**src/hdl/dpll_pkg.sv**
```systemverilog
////////////////////////////////////////////////////////////
// shared widths, register map and sample types of the
// digital-PLL front end
////////////////////////////////////////////////////////////

`default_nettype none

package dpll_pkg;

    // data widths
    localparam int SAMPLE_W   = 16;
    localparam int GAIN_W     = 24;
    localparam int GAIN_FRAC  = 12;
    localparam int BUS_W      = 32;
    localparam int ACQ_ADDR_W = 10;

    // gain of 1.0 in the coefficient fixed point format
    localparam logic signed [GAIN_W-1:0] GAIN_UNITY = 1 << GAIN_FRAC;

    ////////////////////////////////////////////////////////////
    // register offsets within address bits 19:0
    ////////////////////////////////////////////////////////////
    localparam logic [19:0] ADDR_B1        = 20'h00040;
    localparam logic [19:0] ADDR_B2        = 20'h00044;
    localparam logic [19:0] ADDR_A11       = 20'h00048;
    localparam logic [19:0] ADDR_A21       = 20'h0004C;
    localparam logic [19:0] ADDR_A12       = 20'h00050;
    localparam logic [19:0] ADDR_A22       = 20'h00054;
    localparam logic [19:0] ADDR_ACQ_START = 20'h0007C;
    localparam logic [19:0] ADDR_ACQ_BUSY  = 20'h0307C;

    // capture bank selectors in address bits 19:12
    localparam logic [7:0] BANK_RAW  = 8'h04;
    localparam logic [7:0] BANK_CORR = 8'h05;

    // real part in the upper half of the word
    typedef struct packed {
        logic signed [SAMPLE_W-1:0] re;
        logic signed [SAMPLE_W-1:0] im;
    } iq_sample_t;

    // complete correction setting
    typedef struct packed {
        logic signed [GAIN_W-1:0]   a11;
        logic signed [GAIN_W-1:0]   a12;
        logic signed [GAIN_W-1:0]   a21;
        logic signed [GAIN_W-1:0]   a22;
        logic signed [SAMPLE_W-1:0] b1;
        logic signed [SAMPLE_W-1:0] b2;
    } iq_coef_t;

endpackage

`default_nettype wire

```
**src/hdl/cic_decimator.sv**
```systemverilog
////////////////////////////////////////////////////////////
// block-averaging decimator of an IQ pair
////////////////////////////////////////////////////////////

`timescale 1ns/100ps
`default_nettype none

module cic_decimator #(
    parameter int LOG2_DECIM = 4
) (
    input  logic                 clk,
    input  logic                 reset,
    input  dpll_pkg::iq_sample_t sample_in,
    output dpll_pkg::iq_sample_t sample_out,
    output logic                 strobe
);
    import dpll_pkg::*;

    // a block sum of 2**LOG2_DECIM samples fits without overflow
    localparam int ACC_W = SAMPLE_W + LOG2_DECIM;

    logic [LOG2_DECIM-1:0]   count;
    logic                    block_end;
    logic signed [ACC_W-1:0] acc_re;
    logic signed [ACC_W-1:0] acc_im;
    logic signed [ACC_W-1:0] sum_re;
    logic signed [ACC_W-1:0] sum_im;

    assign block_end = (count == '1);
    assign sum_re    = acc_re + ACC_W'(sample_in.re);
    assign sum_im    = acc_im + ACC_W'(sample_in.im);

    always_ff @(posedge clk) begin
        if (reset) begin
            count  <= '0;
            acc_re <= '0;
            acc_im <= '0;
            strobe <= 1'b0;
        end else begin
            count  <= count + 1'b1;
            strobe <= block_end;
            if (block_end) begin
                acc_re <= '0;
                acc_im <= '0;
            end else begin
                acc_re <= sum_re;
                acc_im <= sum_im;
            end
        end
    end

    // upper bits of the sum are the arithmetic shift by LOG2_DECIM
    always_ff @(posedge clk) begin
        if (block_end) begin
            sample_out.re <= sum_re[ACC_W-1:LOG2_DECIM];
            sample_out.im <= sum_im[ACC_W-1:LOG2_DECIM];
        end
    end

    strobe_single_cycle: assert property (
        @(posedge clk) disable iff (reset) strobe |=> !strobe
    );

endmodule

`default_nettype wire

```
**config.mk**
```make
export PLATFORM = sky130hd
export DESIGN_NAME = cic_decimator
export DESIGN_NICKNAME = d
export VERILOG_FILES = /design/src/hdl/dpll_pkg.sv /design/src/hdl/cic_decimator.sv
export SDC_FILE = /design/constraint.sdc
export NUM_CORES = 1
export LEC_CHECK = 0
export BUFFER_PORTS_ARGS = -buffer_cell sky130_fd_sc_hd__buf_2
export CAP_MARGIN = 20
export CORE_AREA = 2 2 95 97
export DETAILED_ROUTE_END_ITERATION = 12
export DIE_AREA = 0 0 97 99
export HOLD_SLACK_MARGIN = 0.05
export PLACE_DENSITY = 0.77
export SYNTH_ARGS = -nofsm -noshare
export SYNTH_HDL_FRONTEND = slang
export SYNTH_SLANG_ARGS = --single-unit
```
**constraint.sdc**
```tcl
create_clock -name clk -period 2.55 [get_ports clk]
set_input_delay 0.51 -clock clk [delete_from_list [all_inputs] [get_ports clk]]
set_output_delay 0.51 -clock clk [all_outputs]
set_load 0.02 [all_outputs]
```
==> impl_results.md <==
- Status: finished clean
- Clk buf depth: 2
- IO Port Bufs: 66
- Post-synth top area cell: edfxtp_1
- WP depth: 7
- Initial core utilization: 50.7%
- Fin. max-slew vios: 0
- Maximum fanout along the worst path: 4
- DP Wirelength: 7170 um
- Worst VDD drop: 0.000459 V
- GRT Total Usage: 20.6%
- LEAKAGE: 2.19 nW
- Worst clock skew: 7.79 ps
- Synth Register Bits: 77
- Setup Viol. Count Final: 0
- Number of synthesized flops with an enable pin: 32
- N_diodes: 0
- Largest net degree at the start of global routing: 25
- Pwr dens: 1090 mW/mm^2
- Cell chain of the critical path: ha_1 > fa_1 > a21o_1 > a311o_1 > a21oi_2 > o21ai_1 > xor2_1
- WP data arrival: 2470 ps
- DR DRC count: 0
- Placement Cell Area: 0.00486 mm^2
- Setup Crit Path Kind: flop to flop
- CTS Buf Count: 9
- Global-route wire length before repair: 16200 um
- Prevailing post-synth register cell: dfxtp_1
- Mapped Cells: 432
- Final design area excluding fillers: 0.00508 mm^2
- Hold/Removal Path Class: flop to flop
- Multi-input gate area in the final layout: 0.00239 mm^2
- Die Y: 99 um
- Final instance count without filler cells: 625
- Critical path's largest stage delay: 440 ps
- Fmax: 419 MHz
- CTS tree: built
- Critical path required time: 2640 ps
- Drt first pass iters: 6
- H-tree level count: 3
- Clock root buffer: clkbuf_8
- CTS clk-pin slew, worst paths: 80 ps
- Max-Cap Viols: 0
- Final wirelength: 9550 um
- Largest delay share family, worst path: compound AO/OA/AOI/OAI gates
- Post-synth top area share: 22.1%
- RSZ-0062 raised after global routing: no
- R2r worst-path depth: 7
- Post-CTS resize count: 0
- Initial antenna violation count: 0
- Placed cell count: 609
- Routed wire per std cell: 15.3 um
- Nets: 587
- Post-CTS Setup Inserts: 0
- Initial drt markers: 125
- Total power after layout: 0.00551 W
- Worst-Margin Slew: 620 ps
- Vias in the first global route: 3550
- RePlAce Congestion: 0.884
- DRT antenna net count: 0
- Io pins: 67
- Ys async rst share: 0%
- Warnings from Yosys: 0
- Net count after synthesis: 507
- Largest cells by area after synthesis: edfxtp_1 22%, dfxtp_1 21%, ha_1 11%, xnor2_1 3.4%, and2_1 3.3%
- CP Capture Type: flop
- Post-Synthesis Cell Area: 0.00434 mm^2
- Row count: 34
- Final hold vios: 0
- Synth cell count leaders: 45 x dfxtp_1, 39 x ha_1, 36 x nand2_1
- Count of cell types in the netlist: 57
- Filler cells: 725
- Sink Count: 77
- Share of cells above drive strength 1: 22.2%
- Syn Area/Cell: 10.0 um^2
- Slew headroom: 58.7%
- Worst hold path cell count: 1
- Post-CTS Hold Buffers: 0
- Critical path buffers and inverters: 0
- Seq/Total Area, Yosys: 42.9%
- Most frequent cell after synthesis: dfxtp_1
- Area delta synth->final: 17.0%
- Routed vias/inst: 5.63
- GRT overflow: 0
- Fin crit period: 2390 ps
- Die ar.: 0.00960 mm^2
- Die Wd: 97 um
- Total number of vias: 3516
- FF/Latch Area: 0.00186 mm^2
- Period utilization: 93.6%
- Critical path launch point type: flop
- Worst skew pair latency: 350 ps
- Crit-path slowest cell: a311o_1
- Core box area: 0.00855 mm^2
## placed cells by master, fill, tap and decap left out, drive strengths merged, types with 10 or more instances in the layout
| cell type | netlist | layout |
|---|---|---|
| nor2 | 35 | 35 |
| dfxtp | 45 | 45 |
| ha | 39 | 39 |
| xnor2 | 17 | 17 |
| o21ai | 26 | 26 |
| xor2 | 15 | 15 |
| edfxtp | 32 | 32 |
| nor3 | 10 | 10 |
| buf | 5 | 81 |
| nand2 | 37 | 37 |
| and2 | 23 | 23 |
| a21oi | 32 | 32 |
## per-layer routing
layer	track usage [%]	up-vias	share of wire [%]
li1	-	1737	-
met1	26.9	1667	45
met2	34.3	98	48
met3	4.33	14	4.7
met4	6.83	0	1.3
met5	0	-	0
## flip-flops by register name (all words and copies together), names as in the netlist
name and cells:
sample_out 32, acc_im 20, acc_re 20, count 4
strobe 1
## through the flow
step | hold WS [ps] | setup slack (ps) | setup TNS, ps | util, %
global placement | 428 | -89.7 | -384 | 56.9
CTS | 454 | 177 | 0 | 59.4
global route | 491 | 29.3 | 0 | 59.4
detailed placement | 441 | -129 | -831 | 56.9
floorplan | 418 | 148 | 0 | -
finish | 451 | 164 | 0 | 59.4
## power by group
| group | switching [W] | internal [W] |
|---|---|---|
| clock network | 0.000464 | 0.000546 |
| registers | 0.0000798 | 0.00168 |
| logic | 0.00155 | 0.00119 |
| total | 0.00210 | 0.00342 |
## logic make-up (layout without fill, tap and decap cells)
logic type | Yosys count | count (layout) | synth area share (%)
simple gates | 147 | 147 | 17.0
compound gates | 108 | 108 | 18.0
flops | 77 | 77 | 42.9
fa+ha+maj | 41 | 41 | 12.2
xor+xnor | 32 | 32 | 6.46
buf+inv | 20 | 105 | 1.93
mux | 7 | 7 | 1.61
## final timing paths
kind	end	start	slack (ps)
setup / recovery	sample_out[24]	acc_re[0]	160
hold / removal	count[0]	count[0]	450
setup reg to reg	sample_out[24]	acc_re[0]	160
hold reg to reg	count[0]	count[0]	450
## layout make-up
cell class	instances	share of cell area, %
clock buffer	9	2.44
clock inverter	7	1.77
inverter	8	0.591
multi-input combinational	335	47.1
sequential	77	36.7
tap	108	2.66
timing repair buffer	81	8.72
(Power assumes the default switching activity.)
