## src/hdl/dpll_pkg.sv

```systemverilog
////////////////////////////////////////////////////////////
// shared widths, register map and sample types of the
// digital-PLL front end
////////////////////////////////////////////////////////////

`default_nettype none

package dpll_pkg;

    // data widths
    localparam int SAMPLE_W   = 16;
    localparam int GAIN_W     = 24;
    localparam int GAIN_FRAC  = 12;
    localparam int BUS_W      = 32;
    localparam int ACQ_ADDR_W = 10;

    // gain of 1.0 in the coefficient fixed point format
    localparam logic signed [GAIN_W-1:0] GAIN_UNITY = 1 << GAIN_FRAC;

    ////////////////////////////////////////////////////////////
    // register offsets within address bits 19:0
    ////////////////////////////////////////////////////////////
    localparam logic [19:0] ADDR_B1        = 20'h00040;
    localparam logic [19:0] ADDR_B2        = 20'h00044;
    localparam logic [19:0] ADDR_A11       = 20'h00048;
    localparam logic [19:0] ADDR_A21       = 20'h0004C;
    localparam logic [19:0] ADDR_A12       = 20'h00050;
    localparam logic [19:0] ADDR_A22       = 20'h00054;
    localparam logic [19:0] ADDR_ACQ_START = 20'h0007C;
    localparam logic [19:0] ADDR_ACQ_BUSY  = 20'h0307C;

    // capture bank selectors in address bits 19:12
    localparam logic [7:0] BANK_RAW  = 8'h04;
    localparam logic [7:0] BANK_CORR = 8'h05;

    // real part in the upper half of the word
    typedef struct packed {
        logic signed [SAMPLE_W-1:0] re;
        logic signed [SAMPLE_W-1:0] im;
    } iq_sample_t;

    // complete correction setting
    typedef struct packed {
        logic signed [GAIN_W-1:0]   a11;
        logic signed [GAIN_W-1:0]   a12;
        logic signed [GAIN_W-1:0]   a21;
        logic signed [GAIN_W-1:0]   a22;
        logic signed [SAMPLE_W-1:0] b1;
        logic signed [SAMPLE_W-1:0] b2;
    } iq_coef_t;

endpackage

`default_nettype wire

```

## src/hdl/iq_correction.sv

```systemverilog
////////////////////////////////////////////////////////////
// affine IQ correction with a 2x2 gain matrix and offset
////////////////////////////////////////////////////////////

`timescale 1ns/100ps
`default_nettype none

module iq_correction (
    input  logic                 clk,
    input  logic                 reset,
    input  dpll_pkg::iq_sample_t sample_in,
    input  dpll_pkg::iq_coef_t   coef,
    output dpll_pkg::iq_sample_t sample_out
);
    import dpll_pkg::*;

    localparam int PROD_W = GAIN_W + SAMPLE_W;
    // room for the sum of two products and the offset
    localparam int ACC_W  = PROD_W + 2;

    localparam logic signed [ACC_W-1:0] SAT_MAX = (2 ** (SAMPLE_W - 1)) - 1;
    localparam logic signed [ACC_W-1:0] SAT_MIN = -(2 ** (SAMPLE_W - 1));

    logic signed [PROD_W-1:0] p11;
    logic signed [PROD_W-1:0] p12;
    logic signed [PROD_W-1:0] p21;
    logic signed [PROD_W-1:0] p22;
    logic signed [ACC_W-1:0]  acc_re;
    logic signed [ACC_W-1:0]  acc_im;

    function automatic logic signed [SAMPLE_W-1:0] saturate(
        input logic signed [ACC_W-1:0] value
    );
        if (value > SAT_MAX) begin
            return SAT_MAX[SAMPLE_W-1:0];
        end else if (value < SAT_MIN) begin
            return SAT_MIN[SAMPLE_W-1:0];
        end
        return value[SAMPLE_W-1:0];
    endfunction

    ////////////////////////////////////////////////////////////
    // stage one products
    ////////////////////////////////////////////////////////////
    always_ff @(posedge clk) begin
        if (reset) begin
            p11 <= '0;
            p12 <= '0;
            p21 <= '0;
            p22 <= '0;
        end else begin
            p11 <= $signed(coef.a11) * $signed(sample_in.re);
            p12 <= $signed(coef.a12) * $signed(sample_in.im);
            p21 <= $signed(coef.a21) * $signed(sample_in.re);
            p22 <= $signed(coef.a22) * $signed(sample_in.im);
        end
    end

    ////////////////////////////////////////////////////////////
    // stage two row sums scaled back plus offset
    ////////////////////////////////////////////////////////////
    always_comb begin
        acc_re = ((ACC_W'(p11) + ACC_W'(p12)) >>> GAIN_FRAC) + ACC_W'($signed(coef.b1));
        acc_im = ((ACC_W'(p21) + ACC_W'(p22)) >>> GAIN_FRAC) + ACC_W'($signed(coef.b2));
    end

    always_ff @(posedge clk) begin
        if (reset) begin
            sample_out <= '0;
        end else begin
            sample_out.re <= saturate(acc_re);
            sample_out.im <= saturate(acc_im);
        end
    end

endmodule

`default_nettype wire

```

## config.mk

```make
export PLATFORM = sky130hd
export DESIGN_NAME = iq_correction
export DESIGN_NICKNAME = d
export VERILOG_FILES = /design/src/hdl/dpll_pkg.sv /design/src/hdl/iq_correction.sv
export SDC_FILE = /design/constraint.sdc
export NUM_CORES = 2
export LEC_CHECK = 0
export BUFFER_PORTS_ARGS = -buffer_cell sky130_fd_sc_hd__buf_2
export CAP_MARGIN = 30
export CORE_MARGIN = 2
export CORE_UTILIZATION = 55
export DETAILED_ROUTE_END_ITERATION = 6
export GPL_ROUTABILITY_DRIVEN = 0
export PLACE_DENSITY = 0.72
export SLEW_MARGIN = 25
export SYNTH_ARGS = -nofsm -noshare
export SYNTH_HDL_FRONTEND = slang
export SYNTH_SLANG_ARGS = --single-unit
```

## constraint.sdc

```tcl
create_clock -name clk -period 11.75 [get_ports clk]
set_clock_uncertainty 0.05 [all_clocks]
set_input_delay 2.9375 -clock clk [delete_from_list [all_inputs] [get_ports clk]]
set_output_delay 2.9375 -clock clk [all_outputs]
set_load 0.03 [all_outputs]
```

==> reports/metrics.yaml <==
worst_setup_path:
  critPathLaunch: "sample_in[31]"
  r2r_cells: 25
  rrSetupSlack_ns: 5.39
  r2r_end: "sample_out[3]"
  worstSetupPathType: "in -> reg"
  regToRegStartpoint: "p21[6]"
  required_ns: 12.05
  crit_arrival_ns: 10.24
  crit_fanout: 21
  endpoint: "p21[39]"
  end_kind: "register"
  worst_setup_path_start_kind: "input pin"
synthesis:
  syn_area_per_cell_sq_um: 8.91
  syn_inst: 7304
  yosys.area_share.simple_pct: 16.0
  yosysUniqueCellTypes: 84
  ys_warn_count: 0
  synth_nets: 9494
  synth-edff-count: 0
  synth_most_common_cell: "inv_1"
  synth_top_area_share_pct: 46.1
  synth_top_family_by_area: "adder cells"
  synth.area.top_cells: "fa_1 46%, ha_1 10%, inv_1 9.7%"
  yosys-mux-area-fraction_pct: 0.0962
  ys.flop_type: "dfxtp_1"
  asyncSetResetFlopFracSynth_pct: 0
  synth-compound-area-share_pct: 7.07
  synth_fa_ha_area_share_pct: 56.3
  synth_seq_area_share_pct: 5.91
  yosys-top-cells-count: "1674 x inv_1, 1498 x fa_1, 965 x nand2_1"
  synth_area_leader_cell: "fa_1"
  yosys_register_bits: 192
  synthXorXnorAreaFrac_pct: 3.27
  synth_area_sq_um: 65000
routing:
  vias_per_cell: 5.50
  drc_errors: 0
  num_vias: 48577
  drtIter0Drc: 2784
  drt_pre_antenna_iters: 6
  wl_per_cell_um: 18.2
  drt-total-wl_um: 160000
  antenna_left: 0
global_routing:
  overflow: 0
  grt_pass1_wl_um: 269000
  grt_usage_pct: 27.8
  antenna_found_initial: 14
  grt_pass1_vias: 53304
  grt_start_max_net_pins: 78
die:
  ioPinCount: 194
  dieArea_sq_um: 121000
  die_w_um: 348
  rows: 126
  fp.coreArea_sq_um: 118000
  initial_core_util_pct: 55.3
  die_y_um: 348
cts:
  root_buffer: "clkbuf_16"
  clk_pin_slew_ns: 0.08
  cts_buffers: 17
  clock_latency_ns: 0.47
  clock-sinks: 192
  cts_resized: 0
  htreeDepth: 4
  post_cts_buffers: 0
  cts_tree: "done"
  clk_path_buf_depth: 2
  hold_buffers: 0
layout:
  nets: 9463
  area_growth_pct: 4.34
  drive_gt1_share_pct: 4.17
  final_cells: 8825
place:
  port_buffers: 193
  hpwl_um: 129000
  dpl.cell_count: 8783
timing:
  finalHoldViolCount: 0
  fmax_mhz: 101
  period_needed_ns: 9.95
  setup_violations: 0
  fin_crit_sh_pct: 84.7
  finalSetupTns_ns: 0
  slew_violations: 0
  rsz0062_at_grt: "no"
  worst_pin_slew_ns: 0.970
  slew_headroom_pct: 35.4
run:
  maxCapViolCount: 0
worst_hold_path:
  worstHoldPathType: "reg -> reg"
  holdPathStages: 5
status:
  run_status: "finished, final reports clean"
==> sequential cells by signal (all words and copies together), names as in the netlist <==
register	flops
p11	40
sample_out	32
p12	40
p22	40
p21	40
==> metal layers <==
layer / vias up / GRT usage, % / share of wire (%)
li1: 21744 / - / -
met1: 24796 / 35.5 / 40
met2: 1635 / 48.7 / 50
met3: 378 / 3.70 / 6.4
met4: 24 / 9.04 / 3.5
met5: - / 0 / 0.098
==> area by class of cell <==
type,count,area [sq um]
Tap cell,1536,1920
Fill cell,10372,49700
Clock inverter,15,193
Clock buffer,17,425
Timing Repair Buffer,234,1360
Inverter,1675,6290
Sequential cell,192,3840
Multi-Input combinational cell,5153,53800
Antenna cell,3,7.51
==> kinds of logic (layout without fill, tap and decap cells) <==
group                      count (synthesis)  count (layout)
AOI/OAI and AO/OA                        697             697
xor gates and xnor gates                 243             243
adders and majority gates               2028            2028
buffers and inverters                   1959            1941
DFF                                      192             192
muxes                                      6               6
other                                      0               3
and+or+nand+nor                         2179            2179
==> worst min path at each step <==
stage | startpoint | to | slack, ns
2_1_floorplan | p12[12] | sample_out[16] | 0.81
3_3_place_gp | p22[17] | sample_out[5] | 0.95
3_5_place_dp | p22[17] | sample_out[5] | 0.93
4_1_cts | p22[17] | sample_out[5] | 0.94
5_1_grt | p22[17] | sample_out[5] | 0.99
6_report | p22[17] | sample_out[5] | 0.94
==> placed cells by master (no fill, tap or decap), drive strengths merged, types with 43 or more instances in the layout <==
cell type / synthesis / routed
inv: 1674 / 1680
xnor2: 151 / 151
buf: 9 / 233
nand3: 48 / 48
nand2b: 70 / 70
a21oi: 224 / 224
a21o: 102 / 102
nor2b: 43 / 43
a211oi: 43 / 43
nor2: 288 / 288
and2: 595 / 595
dfxtp: 192 / 192
o21ai: 110 / 110
xor2: 92 / 92
ha: 530 / 530
fa: 1498 / 1498
nand2: 967 / 967
nor3: 56 / 56
==> worst max-delay path: stages <==
cell       delay, ns
buf_2           0.10
buf_4           0.24
inv_1           0.55
nor2_1          0.14
fa_1            0.50
inv_1           0.05
fa_1            0.47
inv_1           0.05
fa_1            0.50
fa_1            0.44
fa_1            0.49
inv_1           0.05
fa_1            0.48
inv_1           0.04
ha_1            0.40
nand2_1         0.08
o21ai_0         0.35
o2111ai_1       0.17
nand3b_1        0.20
a211oi_1        0.54
o211ai_1        0.29
o21ai_0         0.42
a41oi_1         0.22
a21oi_1         0.25
mux2i_1         0.20
nand3_1         0.08
==> metrics by stage <==
stage          instance area [sq um]  hold WS, ns  worst slack [ns]  utilization (%)
2_1_floorplan                  65000        0.811              2.39                -
3_3_place_gp                   67100        0.945              1.34             57.1
3_5_place_dp                   67100        0.935              1.22             57.1
4_1_cts                        67700        0.941              1.71             57.6
5_1_grt                        67900        0.987              1.42             57.7
6_report                       67900        0.937              1.80             57.7
Power is not shown: default switching activity piles up to over one toggle a cycle in this logic, so the estimate is an artifact.
