**src/hdl/dpll_pkg.sv**
```systemverilog
////////////////////////////////////////////////////////////
// shared widths, register map and sample types of the
// digital-PLL front end
////////////////////////////////////////////////////////////

`default_nettype none

package dpll_pkg;

    // data widths
    localparam int SAMPLE_W   = 16;
    localparam int GAIN_W     = 24;
    localparam int GAIN_FRAC  = 12;
    localparam int BUS_W      = 32;
    localparam int ACQ_ADDR_W = 10;

    // gain of 1.0 in the coefficient fixed point format
    localparam logic signed [GAIN_W-1:0] GAIN_UNITY = 1 << GAIN_FRAC;

    ////////////////////////////////////////////////////////////
    // register offsets within address bits 19:0
    ////////////////////////////////////////////////////////////
    localparam logic [19:0] ADDR_B1        = 20'h00040;
    localparam logic [19:0] ADDR_B2        = 20'h00044;
    localparam logic [19:0] ADDR_A11       = 20'h00048;
    localparam logic [19:0] ADDR_A21       = 20'h0004C;
    localparam logic [19:0] ADDR_A12       = 20'h00050;
    localparam logic [19:0] ADDR_A22       = 20'h00054;
    localparam logic [19:0] ADDR_ACQ_START = 20'h0007C;
    localparam logic [19:0] ADDR_ACQ_BUSY  = 20'h0307C;

    // capture bank selectors in address bits 19:12
    localparam logic [7:0] BANK_RAW  = 8'h04;
    localparam logic [7:0] BANK_CORR = 8'h05;

    // real part in the upper half of the word
    typedef struct packed {
        logic signed [SAMPLE_W-1:0] re;
        logic signed [SAMPLE_W-1:0] im;
    } iq_sample_t;

    // complete correction setting
    typedef struct packed {
        logic signed [GAIN_W-1:0]   a11;
        logic signed [GAIN_W-1:0]   a12;
        logic signed [GAIN_W-1:0]   a21;
        logic signed [GAIN_W-1:0]   a22;
        logic signed [SAMPLE_W-1:0] b1;
        logic signed [SAMPLE_W-1:0] b2;
    } iq_coef_t;

endpackage

`default_nettype wire

```
**src/hdl/acq_read_if.sv**
```systemverilog
////////////////////////////////////////////////////////////
// read path from the register block into the capture banks
////////////////////////////////////////////////////////////

`timescale 1ns/100ps
`default_nettype none

interface acq_read_if;
    import dpll_pkg::*;

    // request side
    logic [BUS_W-1:0] addr;
    logic             ren;

    // response one cycle after ren
    logic [BUS_W-1:0] rdata;
    logic             ack;

    modport ctrl (
        output addr,
        output ren,
        input  rdata,
        input  ack
    );

    modport mem (
        input  addr,
        input  ren,
        output rdata,
        output ack
    );

endinterface

`default_nettype wire

```
**src/hdl/dpll_regs.sv**
```systemverilog
////////////////////////////////////////////////////////////
// bus register file for correction and capture control
////////////////////////////////////////////////////////////

`timescale 1ns/100ps
`default_nettype none

module dpll_regs (
    input  logic                      clk,
    input  logic                      reset,
    input  logic [dpll_pkg::BUS_W-1:0] sys_addr,
    input  logic [dpll_pkg::BUS_W-1:0] sys_wdata,
    input  logic                      sys_wen,
    input  logic                      sys_ren,
    input  logic                      acq_busy,
    output logic [dpll_pkg::BUS_W-1:0] sys_rdata,
    output logic                      sys_ack,
    output dpll_pkg::iq_coef_t        coef,
    output logic                      acq_start,
    acq_read_if.ctrl                  acq
);
    import dpll_pkg::*;

    logic [19:0]      reg_addr;
    logic             is_bank;
    logic             request;
    logic             reg_ack;
    logic [BUS_W-1:0] reg_rdata;

    assign reg_addr = sys_addr[19:0];
    assign is_bank  = (reg_addr[19:12] == BANK_RAW) || (reg_addr[19:12] == BANK_CORR);
    assign request  = sys_wen | sys_ren;

    // bank reads go to the capture memory
    assign acq.addr = sys_addr;
    assign acq.ren  = sys_ren & is_bank;

    ////////////////////////////////////////////////////////////
    // write decode
    ////////////////////////////////////////////////////////////
    always_ff @(posedge clk) begin
        if (reset) begin
            coef      <= '{a11: GAIN_UNITY, a12: '0, a21: '0, a22: GAIN_UNITY,
                           b1: '0, b2: '0};
            acq_start <= 1'b0;
        end else begin
            acq_start <= 1'b0;
            if (sys_wen) begin
                case (reg_addr)
                    ADDR_B1:        coef.b1   <= sys_wdata[SAMPLE_W-1:0];
                    ADDR_B2:        coef.b2   <= sys_wdata[SAMPLE_W-1:0];
                    ADDR_A11:       coef.a11  <= sys_wdata[GAIN_W-1:0];
                    ADDR_A21:       coef.a21  <= sys_wdata[GAIN_W-1:0];
                    ADDR_A12:       coef.a12  <= sys_wdata[GAIN_W-1:0];
                    ADDR_A22:       coef.a22  <= sys_wdata[GAIN_W-1:0];
                    ADDR_ACQ_START: acq_start <= sys_wdata[0];
                    default:        ;
                endcase
            end
        end
    end

    ////////////////////////////////////////////////////////////
    // local read response
    ////////////////////////////////////////////////////////////
    always_ff @(posedge clk) begin
        case (reg_addr)
            ADDR_B1:       reg_rdata <= BUS_W'($signed(coef.b1));
            ADDR_B2:       reg_rdata <= BUS_W'($signed(coef.b2));
            ADDR_A11:      reg_rdata <= BUS_W'($signed(coef.a11));
            ADDR_A21:      reg_rdata <= BUS_W'($signed(coef.a21));
            ADDR_A12:      reg_rdata <= BUS_W'($signed(coef.a12));
            ADDR_A22:      reg_rdata <= BUS_W'($signed(coef.a22));
            ADDR_ACQ_BUSY: reg_rdata <= BUS_W'(acq_busy);
            default:       reg_rdata <= '0;
        endcase
    end

    // writes are acknowledged here wherever they land
    always_ff @(posedge clk) begin
        if (reset) begin
            reg_ack <= 1'b0;
        end else begin
            reg_ack <= request & ~acq.ren;
        end
    end

    assign sys_rdata = (reg_rdata & {BUS_W{reg_ack}}) | (acq.rdata & {BUS_W{acq.ack}});
    assign sys_ack   = reg_ack | acq.ack;

    // includes the answer from the capture memory
    ack_next_cycle: assert property (
        @(posedge clk) disable iff (reset) (sys_wen || sys_ren) |=> sys_ack
    );

endmodule

`default_nettype wire

```
**src/flat_wrapper.sv**
```systemverilog
// flat-port wrapper written by rule: the top's interface ports become plain ports
module dpll_regs_flat import dpll_pkg::*;
  (clk, reset, sys_addr, sys_wdata, sys_wen, sys_ren, acq_busy, sys_rdata, sys_ack, coef, acq_start, acq_addr, acq_ren, acq_rdata, acq_ack);
  acq_read_if acq_i ();
  input  logic clk;
  input  logic reset;
  input  logic [dpll_pkg::BUS_W-1:0] sys_addr;
  input  logic [dpll_pkg::BUS_W-1:0] sys_wdata;
  input  logic sys_wen;
  input  logic sys_ren;
  input  logic acq_busy;
  output logic [dpll_pkg::BUS_W-1:0] sys_rdata;
  output logic sys_ack;
  output dpll_pkg::iq_coef_t coef;
  output logic acq_start;
  output wire logic [$bits(acq_i.addr)-1:0] acq_addr;
  output wire logic [$bits(acq_i.ren)-1:0] acq_ren;
  input wire logic [$bits(acq_i.rdata)-1:0] acq_rdata;
  input wire logic [$bits(acq_i.ack)-1:0] acq_ack;
  assign acq_addr = acq_i.addr;
  assign acq_ren = acq_i.ren;
  assign acq_i.rdata = acq_rdata;
  assign acq_i.ack = acq_ack;
  dpll_regs u_core (.clk(clk), .reset(reset), .sys_addr(sys_addr), .sys_wdata(sys_wdata), .sys_wen(sys_wen), .sys_ren(sys_ren), .acq_busy(acq_busy), .sys_rdata(sys_rdata), .sys_ack(sys_ack), .coef(coef), .acq_start(acq_start), .acq(acq_i));
endmodule
```
**config.mk**
```make
export PLATFORM = sky130hd
export DESIGN_NAME = dpll_regs_flat
export DESIGN_NICKNAME = d
export VERILOG_FILES = /design/src/hdl/dpll_pkg.sv /design/src/hdl/acq_read_if.sv /design/src/hdl/dpll_regs.sv /design/src/flat_wrapper.sv
export SDC_FILE = /design/constraint.sdc
export NUM_CORES = 1
export LEC_CHECK = 0
export ABC_AREA = 1
export BUFFER_PORTS_ARGS = -buffer_cell sky130_fd_sc_hd__buf_2
export CAP_MARGIN = 10
export CELL_PAD_IN_SITES_DETAIL_PLACEMENT = 0
export CELL_PAD_IN_SITES_GLOBAL_PLACEMENT = 2
export CORE_MARGIN = 10
export CORE_UTILIZATION = 26
export DETAILED_ROUTE_END_ITERATION = 10
export GPL_TIMING_DRIVEN = 0
export PLACE_DENSITY = 0.86
export SLEW_MARGIN = 10
export SYNTH_ARGS = -nofsm -noshare
export SYNTH_HDL_FRONTEND = slang
export SYNTH_SLANG_ARGS = --single-unit
```
**constraint.sdc**
```tcl
create_clock -name clk -period 1.7 [get_ports clk]
set_clock_uncertainty 0.05 [all_clocks]
set_input_delay 0.34 -clock clk [delete_from_list [all_inputs] [get_ports clk]]
set_output_delay 0.34 -clock clk [all_outputs]
set_load 0.01 [all_outputs]
```
==> flow_summary.html, run 1 <==
<table>
<tr><th>Metric</th><th>Value</th></tr>
<tr><th colspan="2">Outcome</th></tr>
<tr><td>Result of the run</td><td>finished, violations left</td></tr>
<tr><td>Violations in the final reports</td><td>negative setup slack</td></tr>
<tr><th colspan="2">Logic synthesis</th></tr>
<tr><td>Cell variety after synth</td><td>24</td></tr>
<tr><td>Post-synthesis instance area</td><td>8232 um2</td></tr>
<tr><td>Top cells by instance count after synthesis</td><td>sky130_fd_sc_hd__nor2_1 (286), sky130_fd_sc_hd__nand2_1 (265), sky130_fd_sc_hd__nand4_1 (213)</td></tr>
<tr><td>Number of enable flip-flop cells after synthesis</td><td>0</td></tr>
<tr><td>Syn nets</td><td>between 1000 and 1500</td></tr>
<tr><td>Syn avg cell area</td><td>between 6 and 7 um2</td></tr>
<tr><td>Register bit count reported by yosys</td><td>approximately 150</td></tr>
<tr><td>Top cell type by total area after synthesis</td><td>sky130_fd_sc_hd__dfxtp_1</td></tr>
<tr><td>Cells taking the most area after synthesis</td><td>sky130_fd_sc_hd__dfxtp_1 (37%), sky130_fd_sc_hd__nand4_1 (16%), sky130_fd_sc_hd__nor2_1 (13%)</td></tr>
<tr><td>Leading register cell type out of synthesis</td><td>sky130_fd_sc_hd__dfxtp_1</td></tr>
<tr><td>Fraction of registers with async set or reset after synthesis</td><td>0</td></tr>
<tr><td>Ys Warns</td><td>0</td></tr>
<tr><td>Cell count after synthesis</td><td>approximately 1200</td></tr>
<tr><td>Sequential element share of the synthesized area</td><td>0.3745</td></tr>
<tr><td>Leading cell type by number of instances after synthesis</td><td>sky130_fd_sc_hd__nor2_1</td></tr>
<tr><td>Portion of synthesized cell area occupied by the leading cell type</td><td>0.3745</td></tr>
<tr><th colspan="2">Global routing</th></tr>
<tr><td>Number of global-route vias before repair</td><td>around 9300</td></tr>
<tr><td>Maximum number of pins on one net before global-route repair</td><td>17</td></tr>
<tr><td>Total GRT Usage</td><td>0.2099</td></tr>
<tr><td>Met1 GRT Util</td><td>0.2588</td></tr>
<tr><td>M3 GR Usage</td><td>0.05330</td></tr>
<tr><td>Global Route met2 Usage</td><td>0.3554</td></tr>
<tr><td>Wire length of the first global-routing pass</td><td>roughly 60000 um</td></tr>
<tr><td>Sum of overflow across all layers after global routing</td><td>0</td></tr>
<tr><td>Number of antenna violations at the first check in global routing</td><td>0</td></tr>
<tr><td>Busiest grt layer</td><td>met2</td></tr>
<tr><th colspan="2">Placement</th></tr>
<tr><td>Dpl hpwl</td><td>between 30000 and 40000 um</td></tr>
<tr><td>Port Buffer Count</td><td>around 270</td></tr>
<tr><td>Placer's final routability congestion estimate</td><td>between 0.9 and 1</td></tr>
<tr><th colspan="2">CTS</th></tr>
<tr><td>TritonCTS buffer count</td><td>17</td></tr>
<tr><td>Clk Latency, worst-skew pair</td><td>0.44 ns</td></tr>
<tr><td>Clk slew on worst S/H paths</td><td>around 0.07 ns</td></tr>
<tr><td>Clk sink count</td><td>roughly 150</td></tr>
<tr><td>CTS tree</td><td>yes</td></tr>
<tr><td>CTS root buffer</td><td>sky130_fd_sc_hd__clkbuf_16</td></tr>
<tr><td>Buffer depth of the longest clock path</td><td>2</td></tr>
<tr><td>H-Tree Depth</td><td>4</td></tr>
<tr><th colspan="2">Floorplan</th></tr>
<tr><td>Area inside the core boundary</td><td>between 30000 and 40000 um2</td></tr>
<tr><td>Row Count</td><td>65</td></tr>
<tr><td>Die boundary width</td><td>around 200 um</td></tr>
<tr><td>Initial standard-cell utilization of the core</td><td>0.2622</td></tr>
<tr><td>Num ports</td><td>between 200 and 300</td></tr>
<tr><td>Die Y-Extent</td><td>about 200 um</td></tr>
<tr><td>Die area</td><td>39180 um2</td></tr>
<tr><th colspan="2">Timing</th></tr>
<tr><td>Unrepaired setup endpoints after global routing</td><td>true</td></tr>
<tr><td>Post-route fraction of the period consumed by the critical path</td><td>1.005</td></tr>
<tr><td>Worst setup margin</td><td>-0.008353 ns</td></tr>
<tr><td>Number of endpoints with negative hold slack in the final report</td><td>0</td></tr>
<tr><td>Slew at the pin with the worst max-slew slack</td><td>~0.84 ns</td></tr>
<tr><td>Total negative setup slack</td><td>-0.04977 ns</td></tr>
<tr><td>Worst slew slack as a fraction of its limit</td><td>0.4389</td></tr>
<tr><td>Max-slew violation count</td><td>0</td></tr>
<tr><td>Fin crit period</td><td>around 1.7 ns</td></tr>
<tr><td>Maximum achievable frequency</td><td>~600 MHz</td></tr>
<tr><td>Final setup violation count</td><td>8</td></tr>
<tr><th colspan="2">Routing</th></tr>
<tr><td>DR WL/cell</td><td>21.88 um</td></tr>
<tr><td>Number of detailed-route iterations in the first pass</td><td>5</td></tr>
<tr><td>DRC violations left</td><td>0</td></tr>
<tr><td>Post-route antenna net violation count</td><td>0</td></tr>
<tr><td>Count of routing violations after the opening detailed-route iteration</td><td>approximately 710</td></tr>
<tr><td>Total vias in the final route</td><td>between 9000 and 10000</td></tr>
<tr><td>Routed wire length</td><td>about 43000 um</td></tr>
<tr><td>Vias per cell</td><td>about 4.8</td></tr>
<tr><th colspan="2">Worst setup path</th></tr>
<tr><td>Launching element type of the critical path</td><td>register</td></tr>
<tr><td>Worst setup EP type</td><td>output pin</td></tr>
<tr><td>Crit path max fanout</td><td>8</td></tr>
<tr><td>Worst path arrival time</td><td>approximately 1.3 ns</td></tr>
<tr><td>Critical path required time</td><td>~1.3 ns</td></tr>
<tr><td>Start-to-end type of the worst setup path</td><td>register to output pin</td></tr>
<tr><td>Reg2reg setup slack</td><td>0.65 ns</td></tr>
<tr><th colspan="2">Finish</th></tr>
<tr><td>Fraction of layout cells with a size suffix above 1</td><td>0.2938</td></tr>
<tr><td>Fill cell instance count of the final layout</td><td>3542</td></tr>
<tr><td>Total number of nets in the final design</td><td>roughly 1600</td></tr>
<tr><td>Area overhead of the layout relative to synthesis</td><td>32.22%</td></tr>
<tr><td>Ant. Diodes</td><td>0</td></tr>
<tr><th colspan="2">Worst hold path</th></tr>
<tr><td>Path type of the worst min-delay path</td><td>primary input to register</td></tr>
<tr><th colspan="2">Power</th></tr>
<tr><td>Cell-internal power</td><td>roughly 6100 uW</td></tr>
<tr><td>Total power density per cell area</td><td>between 700 and 800 nW/um2</td></tr>
<tr><td>Sw Pwr</td><td>2146 uW</td></tr>
<tr><td>Total leakage power</td><td>roughly 0.0056 uW</td></tr>
<tr><td>Switching share of power</td><td>0.2607</td></tr>
<tr><td>Part of the total power dissipated in sequential elements</td><td>0.439</td></tr>
<tr><td>Share of total power in the clock network</td><td>0.469</td></tr>
<tr><td>Overall power of the completed layout</td><td>approximately 8200 uW</td></tr>
<tr><td>IR Drop Worst-Case VDD</td><td>674.2 uV</td></tr>
<tr><td>Power share of the combinational group</td><td>0.092</td></tr>
<tr><th colspan="2">Run</th></tr>
<tr><td>Max cap viols</td><td>0</td></tr>
</table>
-- cell type report --
class,instances,area [um2],area share
multi-input combinational,844,4053,0.3723
sequential,154,3087,0.2836
clock inverter,14,150.1,0.01379
buffer,132,830.8,0.07633
inverter,98,367.9,0.03380
tap,402,503.0,0.04621
clock buffer,18,439.2,0.04035
timing repair buffer,282,1454,0.1336
-- placed cells by master (no fill, tap or decap) --
master and count:
sky130_fd_sc_hd__nand4_1 213, sky130_fd_sc_hd__clkbuf_1 20, sky130_fd_sc_hd__clkbuf_4 5, sky130_fd_sc_hd__a22o_1 23, sky130_fd_sc_hd__dfxtp_4 1, sky130_fd_sc_hd__o21ai_1 4
sky130_fd_sc_hd__buf_4 63, sky130_fd_sc_hd__bufinv_16 2, sky130_fd_sc_hd__clkinv_2 2, sky130_fd_sc_hd__nand3_4 1, sky130_fd_sc_hd__nand4_4 1, sky130_fd_sc_hd__o21ai_0 12
sky130_fd_sc_hd__dfxtp_1 153, sky130_fd_sc_hd__clkbuf_2 8, sky130_fd_sc_hd__buf_1 9, sky130_fd_sc_hd__inv_2 5, sky130_fd_sc_hd__nand3_2 3, sky130_fd_sc_hd__buf_6 7
sky130_fd_sc_hd__nand3_1 9, sky130_fd_sc_hd__nor4_2 1, sky130_fd_sc_hd__nand2_4 2, sky130_fd_sc_hd__buf_2 298, sky130_fd_sc_hd__clkinvlp_4 6, sky130_fd_sc_hd__nand2_1 264
sky130_fd_sc_hd__nor2_4 13, sky130_fd_sc_hd__clkinv_4 4, sky130_fd_sc_hd__nand2_2 2, sky130_fd_sc_hd__inv_1 93, sky130_fd_sc_hd__nor2_2 5, sky130_fd_sc_hd__or2_2 1
sky130_fd_sc_hd__clkbuf_16 17, sky130_fd_sc_hd__nor3_1 4, sky130_fd_sc_hd__nand4_2 1, sky130_fd_sc_hd__clkbuf_8 5, sky130_fd_sc_hd__nor2_1 285
-- logic make-up after synthesis --
kind of cell / Yosys count / synth area share
DFF: 154 / 0.3745
buffers and inverters: 231 / 0.1391
AOI/OAI and AO/OA: 39 / 0.03420
and+or+nand+nor: 805 / 0.4522
-- power groups by stage --
| stage | logic [uW] | clock network, uW | registers, uW |
|---|---|---|---|
| 6_report | 755 | 3860 | 3610 |
| 5_1_grt | 815 | 4060 | 3610 |
| 4_1_cts | 749 | 3920 | 3620 |
| 3_5_place_dp | 731 | 0 | 3690 |
| 3_3_place_gp | 726 | 0 | 3690 |
| 2_1_floorplan | 377 | 0 | 3690 |
-- sequential cells by signal, summed over array words and instances, names as in the netlist --
name and cells:
u_core.coef 128, u_core.reg_rdata 24, u_core.acq_start 1, u_core.reg_ack 1
-- per-stage QoR --
step	instance area, um2	setup WS [ns]	utilization	hold slack [ns]	instances
2_1_floorplan	8232	0.1655	-	0.4032	1229
3_3_place_gp	10110	-0.5865	0.3219	0.4268	1905
3_5_place_dp	10110	-0.5462	0.3219	0.4281	1905
4_1_cts	10810	-0.04221	0.3443	0.07756	1940
5_1_grt	10880	-0.06738	0.3467	0.1011	1944
6_report	10880	-0.008353	0.3467	0.08275	1944
-- path summary, 6_finish.rpt --
path	from	endpoint	depth (start not counted)
hold / removal	sys_wdata[10]	u_core.coef[90]	3
setup / recovery	u_core.reg_ack	sys_rdata[20]	3
setup reg to reg	u_core.coef[38]	u_core.reg_rdata[6]	4
hold reg to reg	u_core.coef[110]	u_core.coef[110]	2
-- repair_timing --
| item | in CTS | in global routing |
|---|---|---|
| pin swaps | 2 | 3 |
| setup buffers | 2 | 4 |
| hold buffers | 0 | 0 |
| resized for setup | 27 | 20 |
| setup endpoints to repair | 99 | 128 |
| gates cloned | 2 | 0 |
-- worst max-delay path, stage by stage, from the launching register on --
cell	delay, ns
sky130_fd_sc_hd__dfxtp_4	0.40
sky130_fd_sc_hd__clkbuf_8	0.16
sky130_fd_sc_hd__a22o_1	0.18
sky130_fd_sc_hd__buf_2	0.14
-- metal layers --
metal / up-vias / routed length [um]
li1: 4615 / -
met1: 4330 / 18220
met4: 0 / 874
met2: 431 / 19730
met5: - / 0
met3: 44 / 3694
Power figures use the tool's default switching activity.
==> run 2, diff against run 1 <==
==> constraint.sdc (replaced) <==
create_clock -name clk -period 1.7 [get_ports clk]
set_clock_uncertainty 0.05 [all_clocks]
set_input_delay 0.17 -clock clk [delete_from_list [all_inputs] [get_ports clk]]
set_output_delay 0.17 -clock clk [all_outputs]
set_load 0.01 [all_outputs]
==> run 2 against run 1 <==
- the run now ends clean
- register-to-register slack improved by 0.02 ns
- sequential power about the same
- total power increased by 0.21%
- via count increased by 1.3%
- die area unchanged
- non-clock buffer count increased by 19
- wire length about the same
- sequential cell count unchanged
- hold slack got worse by 0.062 ns
- critical endpoint is now u_core.coef[96]
- highest routed layer unchanged
==> flow_summary.html, run 2 (synthesis gave the netlist of run 1 again) <==
<table>
<tr><th>Metric</th><th>Value</th></tr>
<tr><th colspan="2">Power</th></tr>
<tr><td>Total power density per cell area</td><td>about 750 nW/um2</td></tr>
<tr><td>Total leakage power</td><td>~0.0056 uW</td></tr>
<tr><td>IR Drop Worst-Case VDD</td><td>roughly 670 uV</td></tr>
<tr><th colspan="2">CTS</th></tr>
<tr><td>CTS tree</td><td>yes</td></tr>
<tr><td>Clk Latency, worst-skew pair</td><td>between 0.4 and 0.5 ns</td></tr>
<tr><td>TritonCTS buffer count</td><td>17</td></tr>
<tr><td>CTS root buffer</td><td>sky130_fd_sc_hd__clkbuf_16</td></tr>
<tr><td>Buffer depth of the longest clock path</td><td>2</td></tr>
<tr><td>Clk slew on worst S/H paths</td><td>0.07 ns</td></tr>
<tr><td>H-Tree Depth</td><td>4</td></tr>
<tr><td>Clk sink count</td><td>around 150</td></tr>
<tr><th colspan="2">Timing</th></tr>
<tr><td>Worst-case hold slack</td><td>between 0.02 and 0.025 ns</td></tr>
<tr><td>Worst setup margin</td><td>a little over 0.07 ns</td></tr>
<tr><td>Fin crit period</td><td>between 1.5 and 2 ns</td></tr>
<tr><td>Post-route fraction of the period consumed by the critical path</td><td>0.9585</td></tr>
<tr><td>Number of endpoints with negative hold slack in the final report</td><td>0</td></tr>
<tr><td>Total negative setup slack</td><td>0 ns</td></tr>
<tr><td>Final setup violation count</td><td>0</td></tr>
<tr><td>Max-slew violation count</td><td>0</td></tr>
<tr><td>Maximum achievable frequency</td><td>about 600 MHz</td></tr>
<tr><td>Worst slew slack as a fraction of its limit</td><td>0.4637</td></tr>
<tr><td>Slew at the pin with the worst max-slew slack</td><td>around 0.80 ns</td></tr>
<tr><th colspan="2">Worst hold path</th></tr>
<tr><td>Source of the worst hold timing path</td><td>sys_addr[6]</td></tr>
<tr><td>Path type of the worst min-delay path</td><td>primary input to register</td></tr>
<tr><th colspan="2">Placement</th></tr>
<tr><td>Placer's final routability congestion estimate</td><td>slightly above 0.9</td></tr>
<tr><td>Dpl hpwl</td><td>34530 um</td></tr>
<tr><td>Worst slack at placement</td><td>-0.3762 ns</td></tr>
<tr><td>Total instance count after detailed placement</td><td>1905</td></tr>
<tr><td>Port Buffer Count</td><td>274</td></tr>
<tr><th colspan="2">Worst setup path</th></tr>
<tr><td>Start-to-end type of the worst setup path</td><td>primary input to register</td></tr>
<tr><td>Crit path max fanout</td><td>10</td></tr>
<tr><td>Worst Reg-to-Reg Cells</td><td>4</td></tr>
<tr><td>Reg2reg setup slack</td><td>between 0.6 and 0.7 ns</td></tr>
<tr><td>Slowest cell delay on critical path</td><td>around 0.32 ns</td></tr>
<tr><td>Worst reg2reg startpoint</td><td>u_core.coef[38]</td></tr>
<tr><td>Worst setup EP type</td><td>register</td></tr>
<tr><td>Reg2reg end</td><td>u_core.reg_rdata[6]</td></tr>
<tr><td>Critical Path Most Common Cell</td><td>sky130_fd_sc_hd__buf_2</td></tr>
<tr><td>Ordered cell list for the critical path</td><td>buf_2 -&gt; nor2_2 -&gt; nand2_2 -&gt; nor2_2 -&gt; nand4_1 -&gt; buf_2 -&gt; buf_2 -&gt; nor2_1 -&gt; nor2_1</td></tr>
<tr><td>Worst path arrival time</td><td>1.91 ns</td></tr>
<tr><td>Critical path required time</td><td>around 2.0 ns</td></tr>
<tr><td>Slowest cell on crit path</td><td>sky130_fd_sc_hd__buf_2</td></tr>
<tr><td>Start point of the critical path</td><td>sys_addr[16]</td></tr>
<tr><td>Worst setup path end</td><td>u_core.coef[96]</td></tr>
<tr><td>Launching element type of the critical path</td><td>primary input</td></tr>
<tr><th colspan="2">Floorplan</th></tr>
<tr><td>Die area</td><td>approximately 39000 um2</td></tr>
<tr><td>Initial standard-cell utilization of the core</td><td>0.2622</td></tr>
<tr><td>Die boundary width</td><td>about 200 um</td></tr>
<tr><td>Area inside the core boundary</td><td>~31000 um2</td></tr>
<tr><td>Row Count</td><td>65</td></tr>
<tr><td>Num ports</td><td>slightly below 300</td></tr>
<tr><td>Die Y-Extent</td><td>a little under 200 um</td></tr>
<tr><th colspan="2">Global routing</th></tr>
<tr><td>Number of antenna violations at the first check in global routing</td><td>0</td></tr>
<tr><td>Maximum number of pins on one net before global-route repair</td><td>17</td></tr>
<tr><td>Total GRT Usage</td><td>0.2098</td></tr>
<tr><td>Number of global-route vias before repair</td><td>roughly 9400</td></tr>
<tr><td>Sum of overflow across all layers after global routing</td><td>0</td></tr>
<tr><td>Wire length of the first global-routing pass</td><td>between 60000 and 70000 um</td></tr>
<tr><th colspan="2">Finish</th></tr>
<tr><td>Largest reg by FF count</td><td>u_core.coef</td></tr>
<tr><td>Total number of nets in the final design</td><td>between 1500 and 2000</td></tr>
<tr><td>Final Core Density</td><td>0.3502</td></tr>
<tr><td>Area overhead of the layout relative to synthesis</td><td>33.55%</td></tr>
<tr><td>Number of flip-flops under the largest register name</td><td>around 130</td></tr>
<tr><td>Highest-count cells in the layout ignoring fill and taps</td><td>sky130_fd_sc_hd__buf_2 (307), sky130_fd_sc_hd__nor2_1 (285), sky130_fd_sc_hd__nand2_1 (264)</td></tr>
<tr><td>Fill cell instance count of the final layout</td><td>between 3000 and 4000</td></tr>
<tr><td>Most common library cell in the layout ignoring fill and taps</td><td>sky130_fd_sc_hd__buf_2</td></tr>
<tr><td>Ant. Diodes</td><td>0</td></tr>
<tr><td>Fraction of layout cells with a size suffix above 1</td><td>0.2819</td></tr>
<tr><td>Leading registers by flop count</td><td>u_core.coef: 128 flops, u_core.reg_rdata: 24 flops</td></tr>
<tr><td>Number of non-filler instances in the completed layout</td><td>1963</td></tr>
<tr><th colspan="2">Run</th></tr>
<tr><td>Max cap viols</td><td>0</td></tr>
<tr><th colspan="2">Routing</th></tr>
<tr><td>DRC violations left</td><td>0</td></tr>
<tr><td>Count of routing violations after the opening detailed-route iteration</td><td>between 700 and 800</td></tr>
<tr><td>Vias per cell</td><td>4.862</td></tr>
<tr><td>Total vias in the final route</td><td>about 9500</td></tr>
<tr><td>Routed wire length</td><td>roughly 43000 um</td></tr>
<tr><td>Post-route antenna net violation count</td><td>0</td></tr>
<tr><td>Number of detailed-route iterations in the first pass</td><td>5</td></tr>
<tr><td>DR WL/cell</td><td>about 22 um</td></tr>
<tr><th colspan="2">Outcome</th></tr>
<tr><td>Result of the run</td><td>completed</td></tr>
</table>
[run 2: cell type report]
class,count,area [um2],area share
Timing Repair Buffer,301,1639,0.1491
Clock inverter,14,150.1,0.01366
Buffer,132,784.5,0.07136
Multi-Input combinational cell,844,4023,0.3659
Sequential cell,154,3087,0.2808
Clock buffer,18,439.2,0.03995
Tap cell,402,503.0,0.04575
Inverter,98,367.9,0.03346
[run 2: worst max-delay path: cells and delay by family]
family        cells  cell delay (ns)
buf+inv           3             0.65
simple gates      6             1.09
[run 2: metal layers]
layer,share of wire,global-route usage
met5,0,0
met4,0.018,0.05296
met3,0.086,0.05296
met2,0.47,0.3546
met1,0.43,0.2599
[run 2: metrics by stage]
step                power [uW]  instance area, um2
global route              8511               10990
CTS                       8303               10960
finish                    8250               10990
detailed placement        4421               10110
global placement          4417               10110
floorplan                 4068                8232
[run 2: where the power goes]
| group | internal (uW) | switching, uW | leakage [uW] | total (uW) |
|---|---|---|---|---|
| sequential | 3610 | 4.67 | 0.00124 | 3610 |
| clock | 2200 | 1660 | 0.000270 | 3860 |
| combinational | 299 | 481 | 0.00409 | 781 |
| total | 6110 | 2140 | 0.00560 | 8250 |
[run 2: worst min path at each step]
stage                             endpoint  depth (start not counted)  slack (ns)
after floorplan           u_core.coef[116]                          2        0.23
after global placement     u_core.coef[94]                          3        0.36
after detailed placement   u_core.coef[95]                          3        0.37
after CTS                 u_core.acq_start                          3      0.0009
after global routing      u_core.acq_start                          3        0.03
final                     u_core.acq_start                          3        0.02
[run 2: what timing repair did]
action,in CTS,in global routing
buffers inserted,0,1
pin swaps,0,1
endpoints found under the setup margin,30,41
hold buffers,26,0
endpoints found under the hold margin,24,0
gates resized for setup,5,11
